===== config.mk =====
export PLATFORM = sky130hd
export DESIGN_NAME = fpc_rr_sequencer
export DESIGN_NICKNAME = d
export VERILOG_FILES = /design/src/logic/fpc_map_pkg.sv /design/src/logic/fpc_types_pkg.sv /design/src/logic/fpc_rr_sequencer.sv
export SDC_FILE = /design/constraint.sdc
export NUM_CORES = 1
export LEC_CHECK = 0
export ABC_AREA = 1
export BUFFER_PORTS_ARGS = -buffer_cell sky130_fd_sc_hd__buf_4
export CAP_MARGIN = 30
export CORE_AREA = 2 2 39 41
export DETAILED_ROUTE_END_ITERATION = 10
export DIE_AREA = 0 0 41 43
export GPL_TIMING_DRIVEN = 0
export PLACE_DENSITY = 0.57
export RECOVER_POWER = 100
export SKIP_CTS_REPAIR_TIMING = 1
export SLEW_MARGIN = 20
export SYNTH_ARGS = -nofsm -noshare
export SYNTH_HDL_FRONTEND = slang
export SYNTH_SLANG_ARGS = --single-unit

===== constraint.sdc =====
create_clock -name clock -period 1.85 [get_ports clock]
set_clock_uncertainty 0.15 [all_clocks]
set_input_delay 0.37 -clock clock [delete_from_list [all_inputs] [get_ports clock]]
set_output_delay 0.37 -clock clock [all_outputs]
set_load 0.02 [all_outputs]

===== src/logic/fpc_map_pkg.sv =====
package fpc_map_pkg;

   // request side
   localparam int num_channels = 4;        // dma read channels feeding the mux

   // read requests cover whole 512-byte lines
   localparam int line_bits = 9;           // low output address bits, always zero

   // 2 MiB pages, each channel owns 32 of them in the table
   localparam int page_lsb = 21;           // lowest virtual bit of the page number
   localparam int page_msb = 25;           // highest translated bit, anything above is ignored

   // page table geometry
   localparam int pt_depth_bits = 7;       // 2 channel bits above 5 page bits
   localparam int pt_width = 43;           // physical page base, address bits 63..21

   // pio address decode
   // address bits 10..9 pick one of four 512-entry regions, only region 1
   // is wired up here; the other regions belong to blocks outside this mux
   localparam int pio_region_lsb = 9;      // bottom of the region select field
   localparam int pio_region_msb = 10;     // top of the region select field
   localparam logic [pio_region_msb-pio_region_lsb:0] pio_region_pt = 2'd1; // page table

endpackage

===== src/logic/fpc_types_pkg.sv =====
package fpc_types_pkg;

   import fpc_map_pkg::*;

   typedef logic [$clog2(num_channels)-1:0] channel_t;  // channel number
   typedef logic [63:0]                     vaddr_t;    // request address from a channel
   typedef logic [63:0]                     paddr_t;    // translated address to the output
   typedef logic [pt_depth_bits-1:0]        pt_index_t; // {channel, page number}
   typedef logic [pt_width-1:0]             pt_entry_t; // physical page base
   typedef logic [page_lsb-line_bits-1:0]   line_addr_t; // line within a page, vaddr 20..9
   typedef logic [pio_region_msb:0]         pio_addr_t; // pio word address
   typedef logic [7:0]                      tag_t;      // {channel, low line bits}

   // sequencer walk, one pass per channel
   //   select : look at rr_valid of the current channel
   //   index  : registered table index sits on the ram read port
   //   lookup : ram output valid
   //   offer  : request on the output until accepted
   typedef enum logic [1:0]
   {
      phase_select,
      phase_index,
      phase_lookup,
      phase_offer
   } phase_t;

endpackage


===== src/logic/fpc_rr_sequencer.sv =====
module fpc_rr_sequencer
   import fpc_map_pkg::*;
   import fpc_types_pkg::*;
(
   input  logic                    clock,
   input  logic                    reset,
   input  logic [num_channels-1:0] rr_valid,  // request level per channel
   input  logic                    rrm_ready, // output side accepts
   output channel_t                channel,   // channel being served
   output phase_t                  phase,     // lookup step for that channel
   output logic                    rrm_valid, // request offered on the output
   output logic [num_channels-1:0] rr_ready   // one-hot acknowledge to the channels
);

   logic handshake;                           // output transfer this cycle

   assign rrm_valid = (phase == phase_offer); // offer phase is the only valid cycle
   assign handshake = rrm_valid && rrm_ready;

   // channel pointer and phase
   // idle channels cost one select cycle each, a busy channel walks
   // index -> lookup -> offer and stays in offer until the handshake
   always_ff @(posedge clock)
   begin
      if (reset)
      begin
         phase   <= phase_select;
         channel <= '0;                       // start the walk at channel 0
      end
      else
      begin
         case (phase)
            phase_select:
            begin
               if (rr_valid[channel])
               begin
                  phase <= phase_index;       // address captured at this edge
               end
               else
               begin
                  channel <= channel_t'(channel + 1'b1); // skip idle channel
               end
            end
            phase_index:
            begin
               phase <= phase_lookup;         // ram reads the registered index
            end
            phase_lookup:
            begin
               phase <= phase_offer;          // entry out of the ram now
            end
            phase_offer:
            begin
               if (rrm_ready)
               begin
                  phase   <= phase_select;
                  channel <= channel_t'(channel + 1'b1); // next in cyclic order
               end
            end
            default:
            begin
               phase <= phase_select;
            end
         endcase
      end
   end

   // ready back to the channel being served
   // the channel and the output complete in the same cycle
   always_comb
   begin
      rr_ready          = '0;
      rr_ready[channel] = handshake;          // zero under back-pressure
   end

endmodule


; ---- Word-level counts from Yosys, hierarchy flattened
; Cells that the tools add are included.
[op_classes]
n_bitwise = 1
eq_ne = 6
n_reduce_logical = 6
add_sub_neg = 1
order_cmp = 2
muxes = 10
[op_table]
columns = operator, n
row1 = two-way mux 2 bit, 4
row2 = one-hot mux 2 bit (4 select lines), 1
row3 = "!= test 2 bit, second input constant", 3
row4 = AND 4 bit, 1
row5 = "== test 2 bit, second input constant", 2
row6 = one-hot mux 2 bit (2 select lines), 1
row7 = "less-than comparator 2 x 3 -> 1 bit, second input constant", 1
row8 = AND reduction 3 bit, 1
row9 = "adder 2 x 1 -> 2 bit, second input constant", 1
row10 = binary-select mux 1 bit (select 2 bit), 1
row11 = demux 1 bit (select 2 bit), 1
row12 = "== test 2 x 1 -> 1 bit, second input constant", 1
row13 = "greater-or-equal comparator 2 x 1 -> 1 bit, second input constant", 1
row14 = logical AND 1 bit, 2
row15 = zero test 2 bit, 1
row16 = two-way mux 1 bit, 2
row17 = AND reduction 2 bit, 1
row18 = nonzero test 2 bit, 1
[word_totals]
output_inout_bits = 9
reg_bits = 4
inputBits = 7

; ---- Longest topological paths before layout
[logic_depth]
ltp_word = 5
mapped_depth = 8

; ---- Worst setup path after synthesis
; Ideal clock, no wire load.
[synth_path]
path_kind = flip-flop to output port
start = register phase[1]
end = output rr_ready[0]
required_time_ps = 1330
path_slack_ps = 65
stages_incl_launch_ff = 4
t_arrival_ps = 1265
cell_sequence = dfxtp_1 > ha_1 > nand2_1 > nor2_1
[synth_between]
elab_chain_cells = 3
[synth_rtl]
columns = item, line
row1 = "start, declared", fpc_rr_sequencer.sv:10  ; output phase_t phase,
row2 = "start signal, assigned", fpc_rr_sequencer.sv:27  ; phase <= phase_select;
row3 = "start signal, assigned", fpc_rr_sequencer.sv:37  ; phase <= phase_index;
row4 = "start signal, assigned", fpc_rr_sequencer.sv:46  ; phase <= phase_lookup;
row5 = == test 2 bit, fpc_rr_sequencer.sv:17  ; assign rrm_valid = (phase == phase_offer);
row6 = via rrm_valid, fpc_rr_sequencer.sv:11  ; output logic rrm_valid,
row7 = logical AND 1 bit, fpc_rr_sequencer.sv:18  ; assign handshake = rrm_valid && rrm_ready;
row8 = AND 4 bit (no line), -
row9 = "end, declared", fpc_rr_sequencer.sv:12  ; output logic [num_channels-1:0] rr_ready
; The timed path passes the listed nets, and every way through them passes these cells.

; ---- Final worst setup path
[layout_path]
start = register phase[1]
end = output rr_ready[2]
[layout_between]
elab_chain_cells = 3
[layout_rtl]
columns = item, line
row1 = == test 2 bit, fpc_rr_sequencer.sv:17
row2 = logical AND 1 bit, fpc_rr_sequencer.sv:18
row3 = AND 4 bit (no line), -
; Every way passes these cells.

==> flow_summary.json <==
{
  "path_max_fanout": 5,
  "power.leakage_uw": 0.0002960,
  "syn-cell-area_um2": 405.4,
  "stdcell_area_um2": 534.3,
  "clock_path_buffers": 2,
  "portBuffers": 15,
  "cp_cell_sequence": "ha_1 > nand2_1 > nor2_1 > clkbuf_2",
  "drive_above_1_share": 0.3553,
  "max_stage_delay_ns": 0.36,
  "fmax_mhz": 579.0,
  "htree_levels": 1,
  "wl_per_cell_um": 8.457,
  "dp_hpwl_um": 637.1,
  "initial_core_util": 0.2929,
  "fin_setup_tns_ns": 0,
  "num-nets-final": 92,
  "cap_violations": 0,
  "grt_pass1_vias": 345,
  "routed-wl-met2_um": 343,
  "relSlewSlack": 0.8090,
  "top_layer": "met3",
  "critPathBufInv": 1,
  "globalRouteOverflowTotal": 0,
  "grtUsageTotal": 0.1095,
  "syn_area_per_cell_um2": 6.989,
  "antenna-diode-count": 0,
  "drt-total-wl_um": 778,
  "clkTransAtPathRegs_ns": 0.04,
  "drc": 0,
  "yosysWarnings": 0,
  "dieArea_um2": 1763,
  "fin_crit_sh": 0.9336,
  "path_class": "flip-flop to output port",
  "cts.sinks": 4,
  "syn_nets": 72,
  "die_x_um": 41,
  "worst_setup_path_start_kind": "flip-flop",
  "dpl_cell_area_um2": 538.0,
  "synthDistinctLibCells": 15,
  "fillers": 168,
  "regArea_um2": 82.58,
  "antenna_found_initial": 0,
  "end_kind": "output port",
  "cts-buffers-inserted": 3,
  "grt_max_degree": 8,
  "min_path_type": "input port to flip-flop",
  "dp_cells": 89,
  "maxSlewViolCount": 0,
  "cp.required_ns": 1.33,
  "synth-seq-cells": 4,
  "cts_tree": "yes",
  "cp_slowest_cell": "dfxtp_2",
  "hold_viol": 0,
  "rsz0062_at_grt": "no",
  "power_density_nw_per_um2": 1494,
  "core_um2": 1384,
  "grt_pass1_wl_mm": 1.311,
  "ios": 16,
  "ctsRootBufferMaster": "clkbuf_4",
  "arrival_ns": 1.21,
  "drt-met1-wl_um": 351,
  "ant_nets": 0,
  "insertion_delay_ns": 0.23,
  "num_rows": 14,
  "syn_to_final_growth_pct": 31.79,
  "final_core_util": 0.3861,
  "ir_worst_vdd_mv": 0.7048,
  "worst_pin_slew_ns": 0.2866,
  "dr_wl_met3_um": 82,
  "drt_pass1_iterations": 2,
  "die_y_um": 43,
  "setup_viol": 0,
  "synth_cells": 58,
  "crit_family": "flip-flops",
  "first_iter_violations": 3,
  "gp_congestion": 0.6372,
  "total_power_uw": 798.4,
  "fin_crit_ns": 1.727,
  "viasPerCell": 4.152,
  "status": "finished, final reports clean",
  "seq_area_frac_synth": 0.1975,
  "final_cells": 92,
  "vias": 382,
  "multi_input_area_um2": 261.5
}
-- power breakdown --
group | internal [µW] | switching (µW) | leakage [µW]
clock | 72.5 | 34.1 | 0.0000138
sequential | 131 | 52.5 | 0.0000338
combinational | 199 | 309 | 0.000248
-- placed cells by master (no fill, tap or decap) --
master	Yosys	routed
inv_1	13	13
nand3_2	4	4
nand2_1	11	11
nand3b_1	1	1
nand4_1	2	2
ha_1	7	7
clkbuf_4	0	3
dfxtp_1	4	2
inv_2	1	1
or2_1	1	1
buf_4	0	8
a21oi_2	1	1
nor2_1	6	6
clkbuf_2	0	4
a21oi_1	1	1
dfxtp_2	0	2
nand3_1	1	1
nand2_2	4	4
clkbuf_1	0	4
-- worst paths after layout --
| check | cells after the start | end | slack, ns | start |
|---|---|---|---|---|
| max reg2reg | 8 | channel[0]$_SDFFE_PP0P_ | 0.36 | phase[1]$_SDFFE_PP0P_ |
| min reg2reg | 2 | phase[1]$_SDFFE_PP0P_ | 0.34 | phase[1]$_SDFFE_PP0P_ |
| max | 4 | rr_ready[2] | 0.12 | phase[1]$_SDFFE_PP0P_ |
| min | 2 | phase[1]$_SDFFE_PP0P_ | 0.14 | reset |
-- state kept, by name, indices dropped and copies added, names as in the netlist --
register  count
channel       2
phase         2
-- area by class of cell --
cell class,instances,area share
Buffer,1,0.007026
Clock buffer,3,0.04215
Inverter,14,0.09836
Multi-Input combinational cell,39,0.4895
Sequential cell,4,0.1546
Tap cell,16,0.03747
Timing Repair Buffer,15,0.1710
-- routing by layer --
layer | vias to the layer above | GRT usage
met5 | - | 0
li1 | 210 | -
met3 | 0 | 0.06283
met4 | 0 | 0.04000
met2 | 16 | 0.1594
met1 | 156 | 0.1290
-- cell usage after synthesis --
cell type   n  area, µm²
nand4_1     2      12.51
nor2_1      6      22.52
buf_6       1      11.26
nand3b_1    1      7.510
inv_2       1      3.750
nand3_1     1      5.000
inv_1      13      48.80
or2_1       1      6.260
dfxtp_1     4      80.08
nand2_2     4      25.02
a21oi_2     1      8.760
a21oi_1     1      5.000
ha_1        7      87.58
nand3_2     4      40.04
nand2_1    11      41.29
-- per-stage QoR --
step,hold slack (ns),worst slack (ns)
finish,0.1368,0.1229
global route,0.1308,0.03590
CTS,0.1369,0.03517
detailed placement,0.3744,0.2906
global placement,0.3720,0.3071
floorplan,0.2824,0.06504
-- logic make-up after synthesis --
kind of cell,after synthesis,share of synthesized area
AND/OR/NAND/NOR,30,0.3951
buffers and inverters,15,0.1574
adder cells (fa/ha/maj),7,0.2160
flip-flops,4,0.1975
AO/OA/AOI/OAI,2,0.03394
-- worst reg2reg max path: stages, from the launching register on --
cell	delay [ns]
dfxtp_2	0.33
ha_1	0.21
inv_1	0.07
or2_1	0.09
clkbuf_1	0.25
nand3_2	0.12
nand2_1	0.07
inv_1	0.03
nor2_1	0.09
Note: power is estimated with default switching activity, not from simulation.
