===== config.mk =====
export PLATFORM = sky130hd
export DESIGN_NAME = fpc_addr_capture
export DESIGN_NICKNAME = d
export VERILOG_FILES = /design/src/logic/fpc_map_pkg.sv /design/src/logic/fpc_types_pkg.sv /design/src/logic/fpc_addr_capture.sv
export SDC_FILE = /design/constraint.sdc
export NUM_CORES = 1
export LEC_CHECK = 0
export ABC_AREA = 1
export BUFFER_PORTS_ARGS = -buffer_cell sky130_fd_sc_hd__clkbuf_2
export CAP_MARGIN = 20
export CELL_PAD_IN_SITES_DETAIL_PLACEMENT = 1
export CELL_PAD_IN_SITES_GLOBAL_PLACEMENT = 2
export CORE_AREA = 3 3 148 150
export DETAILED_ROUTE_END_ITERATION = 6
export DIE_AREA = 0 0 151 153
export PLACE_DENSITY_LB_ADDON = 0.1
export SYNTH_ARGS = -nofsm -noshare
export SYNTH_HDL_FRONTEND = slang
export SYNTH_SLANG_ARGS = --single-unit

===== constraint.sdc =====
create_clock -name clock -period 3.2 [get_ports clock]
set_clock_uncertainty 0.2 [all_clocks]
set_input_delay 0.16 -clock clock [delete_from_list [all_inputs] [get_ports clock]]
set_output_delay 0.16 -clock clock [all_outputs]
set_load 0.005 [all_outputs]

===== src/logic/fpc_map_pkg.sv =====
package fpc_map_pkg;

   // request side
   localparam int num_channels = 4;        // dma read channels feeding the mux

   // read requests cover whole 512-byte lines
   localparam int line_bits = 9;           // low output address bits, always zero

   // 2 MiB pages, each channel owns 32 of them in the table
   localparam int page_lsb = 21;           // lowest virtual bit of the page number
   localparam int page_msb = 25;           // highest translated bit, anything above is ignored

   // page table geometry
   localparam int pt_depth_bits = 7;       // 2 channel bits above 5 page bits
   localparam int pt_width = 43;           // physical page base, address bits 63..21

   // pio address decode
   // address bits 10..9 pick one of four 512-entry regions, only region 1
   // is wired up here; the other regions belong to blocks outside this mux
   localparam int pio_region_lsb = 9;      // bottom of the region select field
   localparam int pio_region_msb = 10;     // top of the region select field
   localparam logic [pio_region_msb-pio_region_lsb:0] pio_region_pt = 2'd1; // page table

endpackage

===== src/logic/fpc_types_pkg.sv =====
package fpc_types_pkg;

   import fpc_map_pkg::*;

   typedef logic [$clog2(num_channels)-1:0] channel_t;  // channel number
   typedef logic [63:0]                     vaddr_t;    // request address from a channel
   typedef logic [63:0]                     paddr_t;    // translated address to the output
   typedef logic [pt_depth_bits-1:0]        pt_index_t; // {channel, page number}
   typedef logic [pt_width-1:0]             pt_entry_t; // physical page base
   typedef logic [page_lsb-line_bits-1:0]   line_addr_t; // line within a page, vaddr 20..9
   typedef logic [pio_region_msb:0]         pio_addr_t; // pio word address
   typedef logic [7:0]                      tag_t;      // {channel, low line bits}

   // sequencer walk, one pass per channel
   //   select : look at rr_valid of the current channel
   //   index  : registered table index sits on the ram read port
   //   lookup : ram output valid
   //   offer  : request on the output until accepted
   typedef enum logic [1:0]
   {
      phase_select,
      phase_index,
      phase_lookup,
      phase_offer
   } phase_t;

endpackage


===== src/logic/fpc_addr_capture.sv =====
module fpc_addr_capture
   import fpc_map_pkg::*;
   import fpc_types_pkg::*;
(
   input  logic      clock,
   input  vaddr_t    rr0_addr,
   input  vaddr_t    rr1_addr,
   input  vaddr_t    rr2_addr,
   input  vaddr_t    rr3_addr,
   input  channel_t  channel,               // from the sequencer
   input  phase_t    phase,                 // from the sequencer
   output pt_index_t pt_index,              // to the ram read address
   input  pt_entry_t pt_entry,              // ram read data
   output paddr_t    rrm_addr,
   output tag_t      rrm_tag
);

   vaddr_t     sel_addr;                    // address of the channel under select
   line_addr_t line_addr;                   // held line within the page
   pt_entry_t  entry_q;                     // held page base for the offer

   // channel address mux
   always_comb
   begin
      case (channel)
         2'd0:    sel_addr = rr0_addr;
         2'd1:    sel_addr = rr1_addr;
         2'd2:    sel_addr = rr2_addr;
         default: sel_addr = rr3_addr;
      endcase
   end

   // capture on every select cycle, the sequencer only leaves select
   // when the channel is valid so the last capture is the one that counts
   always_ff @(posedge clock)
   begin
      if (phase == phase_select)
      begin
         pt_index  <= {channel, sel_addr[page_msb:page_lsb]}; // channel part of the table
         line_addr <= sel_addr[page_lsb-1:line_bits];          // bits 20..9
      end
      if (phase == phase_lookup)
      begin
         entry_q <= pt_entry;               // keeps the offer stable under pio writes
      end
   end

   // translated request
   assign rrm_addr = {entry_q, line_addr, {line_bits{1'b0}}}; // page base, line, zeros
   assign rrm_tag  = tag_t'({channel, line_addr[2:0]});       // channel * 8 + low line bits

endmodule


# Word-level counts from Yosys, hierarchy flattened
# Index checks and enable logic that the tools add are counted.
[classes]
mul = 0
n_addsub = 0
shifts = 0
mux = 1
n_bitwise = 0
reduce_logical = 2
n_eq_ne = 3
order_cmp = 0
n_div = 0
[op_table]
columns = ["op", "count"]
rows = [
  ["$pmux W26 S3", 1],
  ["$eq A2 B2 Y1 const B", 2],
  ["$logic_not A2 Y1", 2],
  ["$eq A2 B1 Y1 const B", 1],
]
[totals]
latchBits = 0
memories = 0
register_bits = 62
ramBits = 0
rom_bits = 0
inputBits = 304

# Depth between registers and ports, before layout
# Gate-level depths: netlist of run 1.
[logic_depth]
word_depth = 2
ltp_mapped = 5
depth_no_buf = 3

# Worst setup path after synthesis of run 1
# Ideal clock, no wire load.
[synth_timing]
path_kind = "input to register"
startpoint = "in phase[1]"
endpoint = "reg entry_q[0], enable pin"
setup_slack_ps = 548
setup_time_ps = 444
stages = 2
path_buffers = 0
t_arrival_ps = 2008
cell_sequence = "inv_1 > nor2_1"
[synth_via]
elab_chain_cells = 1
[synth_lines]
columns = ["item", "line", "source"]
rows = [
  ["from (decl)", "fpc_addr_capture.sv:11", "input phase_t phase,"],
  ["$eq A2 B2 Y1", "fpc_addr_capture.sv:42", "if (phase == phase_lookup)"],
  ["to (signal assigned)", "fpc_addr_capture.sv:44", "entry_q <= pt_entry;"],
  ["to (decl)", "fpc_addr_capture.sv:20", "pt_entry_t entry_q;"],
]
# No other way between the ends.
# A chain may end at the register's enable or synchronous reset.

# Final worst setup path of run 1
[layout_timing]
startpoint = "in channel[1]"
endpoint = "reg line_addr[9], data pin"
[layout_via]
elab_chain_cells = 2
word_cells_on_any_way = 4
[layout_lines]
columns = ["item", "line", "source"]
rows = [
  ["from (decl)", "fpc_addr_capture.sv:10", "input channel_t channel,"],
  ["$eq A2 B2 Y1 (tied with other cells)", "fpc_addr_capture.sv:25", "case (channel)"],
  ["$pmux W26 S3 (*)", "fpc_addr_capture.sv:25", ""],
  ["named net sel_addr[18]", "fpc_addr_capture.sv:18", "vaddr_t sel_addr;"],
  ["to (signal assigned)", "fpc_addr_capture.sv:40", "line_addr <= sel_addr[page_lsb-1:line_bits];"],
  ["to (decl)", "fpc_addr_capture.sv:19", "line_addr_t line_addr;"],
]
# The timed path passes the listed nets; every way through them passes the cells marked *.

==> impl_metrics.py, run 1 <==
metrics = {
    "global_routing": {
        "antenna_found_initial": 1,
        "grt_overflow_total": 0,
        "grt_pass1_vias": 2735,
        "grt_first_pass_wirelength_um": 15900,
        "grt_use_total_pct": 9.33,
        "grt_max_degree": 44,
    },
    "route": {
        "dr.pass1.iters": 4,
        "finalWirelength_um": 10800,
        "routedWlPerCell_um": 15.0,
        "num_vias": 2500,
        "antenna_left": 0,
        "initialDrtViolationCount": 50,
        "detail_route.vias_per_cell": 3.48,
        "drt_drc_violations_left": 0,
    },
    "cts": {
        "clock-root-buffer": "clkbuf_16",
        "htreeDepth": 3,
        "cts_tree": "yes",
        "clk_pin_slew_worst_paths_ns": 0.06,
        "clkSinkCount": 62,
        "numCtsBuffers": 9,
        "ctsResizeCount": 0,
        "ctsLongestPathBuffers": 2,
    },
    "yosys": {
        "netlist_top_cells_area": "edfxtp_1 (73%), nand3_1 (10%), buf_4 (6.4%)",
        "synth_top_area_share_pct": 72.7,
        "syn_area_per_cell_um2": 14.1,
        "synthMuxAreaShare_pct": 0,
        "synth_compound_area_share_pct": 0,
        "yosysSeqAreaShare_pct": 72.7,
        "postSynthCellCount": 182,
        "synth-seq-cells": 62,
        "synth_fa_ha_area_share_pct": 0,
        "synth_cell_type_count": 12,
        "yosysTopAreaCell": "edfxtp_1",
        "yosys.area_share.simple_pct": 17.7,
        "synth_top_family_by_area": "simple AND/OR/NAND/NOR gates",
        "synth_area_um2": 2560,
        "synth_xor_area_share_pct": 0,
        "yosysWarnings": 0,
    },
    "die": {
        "fp.coreArea_um2": 20800,
        "die_w_um": 151,
        "num_io_pins": 383,
        "num_rows": 53,
        "die_area_um2": 23100,
        "start_util_pct": 12.3,
        "die_h_um": 153,
    },
    "placement": {
        "gp_congestion": 0.718,
        "hpwl_um": 7790,
        "placedCellCount": 626,
        "port_buffers": 182,
    },
    "final_layout": {
        "layout_common_cells": "clkbuf_2 (182), dlygate4sd3_1 (77), edfxtp_1 (62)",
        "utilization_pct": 22.8,
        "diodes": 0,
        "layoutNonFillerInstCount": 719,
        "final_common_cell": "clkbuf_2",
        "num-nets-final": 743,
        "areaGrowthSynthToFinish_pct": 85.1,
        "drive_above_1_share_pct": 46.6,
    },
    "critical_path": {
        "worst_setup_path_end_kind": "flip-flop",
        "start_kind": "input port",
        "cp.arrival_ns": 1.80,
        "cp_max_fo": 27,
        "worst-endpoint-required_ns": 3.08,
        "critPathKind": "in -> reg",
    },
    "power": {
        "cellLeakagePower_nw": 2.03,
        "power.density_nw_per_um2": 486,
        "peakVddDrop_mv": 0.152,
    },
    "sta": {
        "rsz0062_at_grt": "false",
        "tns_ns": 0,
        "min_period_ns": 1.92,
        "timing.final.hold_violations": 0,
        "max_freq_mhz": 521,
        "post-route-period-util_pct": 59.9,
        "setup-violations-final": 0,
        "maxSlewViolCount": 0,
        "tightest_slew_ns": 0.747,
        "slew_headroom_pct": 50.2,
    },
    "job": {
        "cap_violations": 0,
    },
    "hold_path": {
        "hp-class": "in -> reg",
        "whs_path_depth": 3,
        "min_from": "phase[1]",
        "min_to": "pt_index[3]$_DFFE_PN_",
    },
    "run_status": {
        "outcome": "finished, final reports clean",
    },
}
## stage by stage
step           power, mW  hold WS (ns)  worst slack [ns]  cell area [um2]
2_1_floorplan       1.09        0.0589             0.548             2600
3_3_place_gp        1.24         0.138              1.40             3670
3_5_place_dp        1.24         0.139              1.38             3670
4_1_cts             2.38         0.179              1.21             4740
5_1_grt             2.44         0.195              1.13             4740
6_report            2.30         0.182              1.28             4740
## cell families after synthesis
family	count (synthesis)
AND/OR/NAND/NOR	88
flip-flops	62
other	1
buffers and inverters	31
## area by class of cell
| class | instances | area, um2 |
|---|---|---|
| clock buffers | 9 | 225 |
| clock inverters | 7 | 72.6 |
| fillers | 2435 | 16100 |
| inverters | 3 | 16.3 |
| multi-input cells | 100 | 508 |
| flip-flops and latches | 62 | 1860 |
| well taps | 275 | 344 |
| repair buffers | 263 | 1710 |
## cell usage after synthesis
cell / count
edfxtp_1: 62
nor2_1: 2
inv_4: 2
inv_1: 1
conb_1: 1
nand4_1: 17
nor2_8: 1
buf_6: 5
nand2_1: 17
nand3_1: 51
buf_2: 1
buf_4: 22
## report_power, final
| group | leakage [nW] | total [mW] | switching, mW | internal (mW) |
|---|---|---|---|---|
| registers | 0.578 | 0.977 | 0.0153 | 0.962 |
| logic | 1.32 | 0.325 | 0.143 | 0.182 |
| clock network | 0.142 | 1.00 | 0.396 | 0.604 |
| total | 2.03 | 2.30 | 0.554 | 1.75 |
## layer usage
| metal | GRT usage, % | wire, um | vias up |
|---|---|---|---|
| li1 | - | - | 1180 |
| met1 | 10.6 | 4390 | 1161 |
| met2 | 14.5 | 4750 | 141 |
| met3 | 4.92 | 1410 | 16 |
| met4 | 4.06 | 226 | 2 |
| met5 | 0 | 13 | - |
## state kept, by name, summed over array words and instances, names as in the netlist
| name | count |
|---|---|
| pt_index | 7 |
| entry_q | 43 |
| line_addr | 12 |
## what timing repair did
| item | CTS | global route |
|---|---|---|
| setup endpoints to repair | 0 | 0 |
| hold buffers | 77 | 0 |
| buffers inserted | 0 | 0 |
| hold endpoints to repair | 60 | 0 |
## how the worst max path moves through the flow
stage                          start  slack (ns)                endpoint
after global placement    channel[1]        1.40  line_addr[8]$_DFFE_PN_
after CTS                 channel[1]        1.21  line_addr[0]$_DFFE_PN_
after floorplan             phase[1]        0.55    entry_q[0]$_DFFE_PN_
final                     channel[1]        1.28  line_addr[9]$_DFFE_PN_
after global routing      channel[1]        1.13  line_addr[9]$_DFFE_PN_
after detailed placement  channel[1]        1.38  line_addr[9]$_DFFE_PN_
## worst max-delay path, cell delays in order
cell and delay (ns):
clkbuf_2 0.56, inv_4 0.24, nand3_1 0.16, nand4_1 0.11, dlygate4sd3_1 0.55
(Power assumes the default switching activity.)
==> run 2: changes to the inputs <==
==> constraint.sdc (replaced) <==
create_clock -name clock -period 1.8 [get_ports clock]
set_clock_uncertainty 0.2 [all_clocks]
set_input_delay 0.09 -clock clock [delete_from_list [all_inputs] [get_ports clock]]
set_output_delay 0.09 -clock clock [all_outputs]
set_load 0.005 [all_outputs]
==> impl_metrics.py, run 2 (synthesis gave the netlist of run 1 again) <==
metrics = {
    "cts": {
        "cts_tree": "yes",
        "htreeDepth": 3,
        "numCtsBuffers": 9,
        "ctsResizeCount": 0,
        "clkSinkCount": 62,
        "clock-root-buffer": "clkbuf_16",
        "ctsLongestPathBuffers": 2,
        "clk_pin_slew_worst_paths_ns": 0.06,
    },
    "critical_path": {
        "cp.arrival_ns": 1.48,
        "critPathKind": "in -> reg",
        "startpoint": "rr0_addr[16]",
        "worst-endpoint-required_ns": 1.67,
        "cp_max_fo": 1,
        "start_kind": "input port",
        "worst_setup_path_end_kind": "flip-flop",
    },
    "route": {
        "finalWirelength_um": 11100,
        "detail_route.vias_per_cell": 3.50,
        "drt-met1-wl_um": 4990,
        "routedWlPerCell_um": 15.4,
        "wl_met2_um": 4530,
        "topRoutingLayerUsed": "met5",
        "drt_drc_violations_left": 0,
        "num_vias": 2526,
        "initialDrtViolationCount": 52,
        "antenna_left": 0,
        "dr.pass1.iters": 4,
        "dr_wl_met3_um": 1430,
    },
    "sta": {
        "tns_ns": 0,
        "setup-violations-final": 0,
        "maxSlewViolCount": 0,
        "timing.final.hold_violations": 0,
        "post-route-period-util_pct": 89.2,
        "min_period_ns": 1.61,
        "rsz0062_at_grt": "false",
        "max_freq_mhz": 623,
    },
    "power": {
        "p_sw_share_pct": 22.9,
        "pwr-share-seq_pct": 41.3,
        "pwr-share-comb_pct": 14.0,
        "peakVddDrop_mv": 0.345,
        "power.density_nw_per_um2": 881,
        "cellLeakagePower_nw": 2.06,
        "power.total_mw": 4.22,
        "p_int_mw": 3.25,
        "switchingPower_mw": 0.964,
        "clockPowerShare_pct": 44.7,
    },
    "global_routing": {
        "grt_pass1_vias": 2686,
        "grt_use_total_pct": 9.47,
        "grt_first_pass_wirelength_um": 16000,
        "grt_overflow_total": 0,
        "grt_max_degree": 44,
        "antenna_found_initial": 2,
    },
    "final_layout": {
        "num-nets-final": 745,
        "fill_cells": 2406,
        "diodes": 0,
        "largest_register_ffs": 43,
        "seq_area_um2": 1860,
        "largest_registers": "entry_q: 43 flops, line_addr: 12 flops, pt_index: 7 flops",
        "multi_input_area_um2": 508,
        "final_common_cell": "clkbuf_2",
        "areaGrowthSynthToFinish_pct": 86.8,
        "largest-register": "entry_q",
        "drive_above_1_share_pct": 46.4,
        "layout_common_cells": "clkbuf_2 (182), dlygate4sd3_1 (77), edfxtp_1 (62)",
    },
    "placement": {
        "hpwl_um": 8300,
        "gp_congestion": 0.751,
        "port_buffers": 182,
    },
    "die": {
        "fp.coreArea_um2": 20800,
        "die_area_um2": 23100,
        "num_rows": 53,
        "num_io_pins": 383,
        "die_h_um": 153,
        "start_util_pct": 12.3,
        "die_w_um": 151,
    },
    "job": {
        "cap_violations": 0,
    },
    "hold_path": {
        "min_from": "channel[1]",
        "hp-class": "in -> reg",
    },
    "run_status": {
        "outcome": "finished, final reports clean",
    },
}
==> run 2: changes by cell type in the layout (fill, tap and decap cells not counted), sizes merged <==
cell      change
clkinvlp      -1
clkbuf        +1
clkinv        -1
bufinv        +1
buf           +2
==> run 2: area by class of cell <==
cell class / instances / share of cell area [%]
multi-input combinational: 100 / 10.6
inverter: 3 / 0.340
clock buffer: 10 / 4.79
sequential: 62 / 38.9
tap: 275 / 7.19
timing repair buffer: 265 / 36.4
clock inverter: 6 / 1.78
==> run 2: power groups by stage <==
stage               combinational, mW  sequential, mW  clock, mW
floorplan                       0.160            1.78          0
global placement                0.448            1.77          0
detailed placement              0.446            1.77          0
CTS                             0.611            1.74       1.99
global route                    0.661            1.75       2.05
finish                          0.591            1.74       1.88
==> run 2: repair_timing <==
action                    in CTS  in global routing
hold endpoints to repair      60                  0
hold buffers                  77                  0
buffers inserted               0                  0
==> run 2: metal layers <==
metal | track usage, % | up-vias
li1 | - | 1180
met1 | 12.1 | 1186
met2 | 13.4 | 142
met3 | 5.04 | 14
met4 | 3.50 | 4
met5 | 0 | -
==> run 2: worst paths after layout <==
| kind | end | slack (ns) | cells past startpoint |
|---|---|---|---|
| hold / removal | pt_index[6]$_DFFE_PN_ | 0.05 | 1 |
| setup / recovery | line_addr[7]$_DFFE_PN_ | 0.19 | 5 |
==> run 2: stage by stage <==
step / cells / area (um2) / utilization, % / worst slack, ns / hold WS [ns]
final: 721 / 4780 / 23.0 / 0.194 / 0.0485
after detailed placement: 628 / 3700 / 17.8 / 0.404 / 0.0692
after floorplan: 193 / 2610 / - / 0.285 / -0.0111
after global routing: 721 / 4780 / 23.0 / 0.127 / 0.0729
after CTS: 721 / 4780 / 23.0 / 0.203 / 0.0509
after global placement: 628 / 3700 / 17.8 / 0.418 / 0.0679
==> run 2: worst max-delay path: stages <==
cell           delay [ns]
dlygate4sd3_1        0.57
clkbuf_2             0.12
nand2_1              0.05
nand4_1              0.07
dlygate4sd3_1        0.57
==> run 3: changes to the inputs <==
--- a/config.mk
+++ b/config.mk
@@ -11,6 +11,7 @@
 export CELL_PAD_IN_SITES_DETAIL_PLACEMENT = 1
 export CELL_PAD_IN_SITES_GLOBAL_PLACEMENT = 2
 export CORE_AREA = 3 3 148 150
+export CTS_BUF_LIST = sky130_fd_sc_hd__clkbuf_4 sky130_fd_sc_hd__clkbuf_8
 export DETAILED_ROUTE_END_ITERATION = 6
 export DIE_AREA = 0 0 151 153
 export PLACE_DENSITY_LB_ADDON = 0.1
==> impl_metrics.py, run 3 (synthesis gave the netlist of run 1 again) <==
metrics = {
    "run_status": {
        "outcome": "finished, final reports clean",
    },
    "die": {
        "fp.coreArea_um2": 20800,
        "start_util_pct": 12.3,
        "num_io_pins": 383,
        "die_h_um": 153,
        "die_area_um2": 23100,
        "num_rows": 53,
        "die_w_um": 151,
    },
    "sta": {
        "min_period_ns": 1.58,
        "tns_ns": 0,
        "setup-violations-final": 0,
        "post-route-period-util_pct": 88.0,
        "max_freq_mhz": 632,
        "rsz0062_at_grt": "false",
        "timing.final.hold_violations": 0,
        "maxSlewViolCount": 0,
    },
    "power": {
        "cellLeakagePower_nw": 2.01,
        "power.density_nw_per_um2": 799,
        "peakVddDrop_mv": 0.248,
    },
    "route": {
        "detail_route.vias_per_cell": 3.48,
        "dr.pass1.iters": 4,
        "antenna_left": 0,
        "finalWirelength_um": 11200,
        "drt_drc_violations_left": 0,
        "num_vias": 2512,
        "routedWlPerCell_um": 15.5,
        "initialDrtViolationCount": 55,
    },
    "critical_path": {
        "cp_max_fo": 1,
        "cp.arrival_ns": 1.48,
        "worst-endpoint-required_ns": 1.70,
        "slowest_delay_ns": 0.57,
        "slowest_stage": "dlygate4sd3_1",
        "path_cells": "dlygate4sd3_1 > clkbuf_2 > nand2_1 > nand4_1 > dlygate4sd3_1",
        "worst_setup_path_end_kind": "flip-flop",
        "critPathKind": "in -> reg",
        "start_kind": "input port",
        "cp_common_cell": "dlygate4sd3_1",
    },
    "cts": {
        "ctsResizeCount": 0,
        "cts_tree": "yes",
        "clock-root-buffer": "clkbuf_8",
        "htreeDepth": 3,
        "ctsLongestPathBuffers": 2,
        "numCtsBuffers": 9,
        "clkSinkCount": 62,
        "clk_pin_slew_worst_paths_ns": 0.08,
    },
    "final_layout": {
        "largest_registers": "entry_q: 43 flops, line_addr: 12 flops, pt_index: 7 flops",
        "largest_register_ffs": 43,
        "fill_cells": 2413,
        "diodes": 0,
        "layout_common_cells": "clkbuf_2 (182), dlygate4sd3_1 (77), edfxtp_1 (62)",
        "drive_above_1_share_pct": 46.6,
        "final_common_cell": "clkbuf_2",
        "num-nets-final": 745,
        "areaGrowthSynthToFinish_pct": 83.0,
        "final_area_um2": 4690,
        "largest-register": "entry_q",
    },
    "global_routing": {
        "grt_first_pass_wirelength_um": 16000,
        "grt_use_total_pct": 9.50,
        "grt_pass1_vias": 2667,
        "antenna_found_initial": 2,
        "grt_overflow_total": 0,
        "grt_max_degree": 44,
    },
    "placement": {
        "gp_congestion": 0.751,
        "place_area_um2": 3700,
        "port_buffers": 182,
        "hpwl_um": 8300,
    },
    "job": {
        "cap_violations": 0,
    },
    "hold_path": {
        "hp-class": "in -> reg",
    },
}
-- run 3: power breakdown --
group / leakage [nW] / switching (mW) / internal (mW)
Clock: 0.108 / 0.621 / 0.794
Combinational: 1.33 / 0.262 / 0.330
Sequential: 0.578 / 0.0291 / 1.71
Total: 2.01 / 0.912 / 2.83
-- run 3: worst max-delay path: cells and delay by family --
kind / cells / cell delay (ns)
and+or+nand+nor: 2 / 0.12
buffers and inverters: 3 / 1.26
-- run 3: worst paths after layout --
kind	from	end	slack (ns)	cells past startpoint
hold / removal	channel[1]	pt_index[6]$_DFFE_PN_	0.03	1
setup / recovery	rr0_addr[16]	line_addr[7]$_DFFE_PN_	0.22	5
-- run 3: what timing repair did --
action                                 CTS  global route
endpoints found under the hold margin   60             0
buffers inserted                         0             0
hold buffers                            77             0
-- run 3: layer usage --
metal	routed length, um	vias to the layer above	track usage (%)	share of wire [%]
li1	-	1174	-	-
met1	5040	1181	12.2	45
met2	4540	141	13.4	41
met3	1470	12	5.81	13
met4	107	4	2.46	0.96
met5	23	-	0	0.21
-- run 3: stage by stage --
step	utilization [%]	hold WS [ns]	power [mW]	instances	worst slack (ns)
2_1_floorplan	-	-0.0111	1.94	193	0.285
3_3_place_gp	17.8	0.0679	2.22	628	0.418
3_5_place_dp	17.8	0.0692	2.22	628	0.404
4_1_cts	22.5	0.0154	3.86	721	0.237
5_1_grt	22.5	0.0272	4.00	721	0.165
6_report	22.5	0.0268	3.74	721	0.217
-- run 3: area by class of cell --
class / count / area (um2) / share of cell area, %
sequential: 62 / 1860 / 39.7
clock inverter: 6 / 85.1 / 1.82
inverter: 3 / 16.3 / 0.347
multi-input combinational: 100 / 508 / 10.8
timing repair buffer: 265 / 1740 / 37.1
tap: 275 / 344 / 7.34
clock buffer: 10 / 131 / 2.80
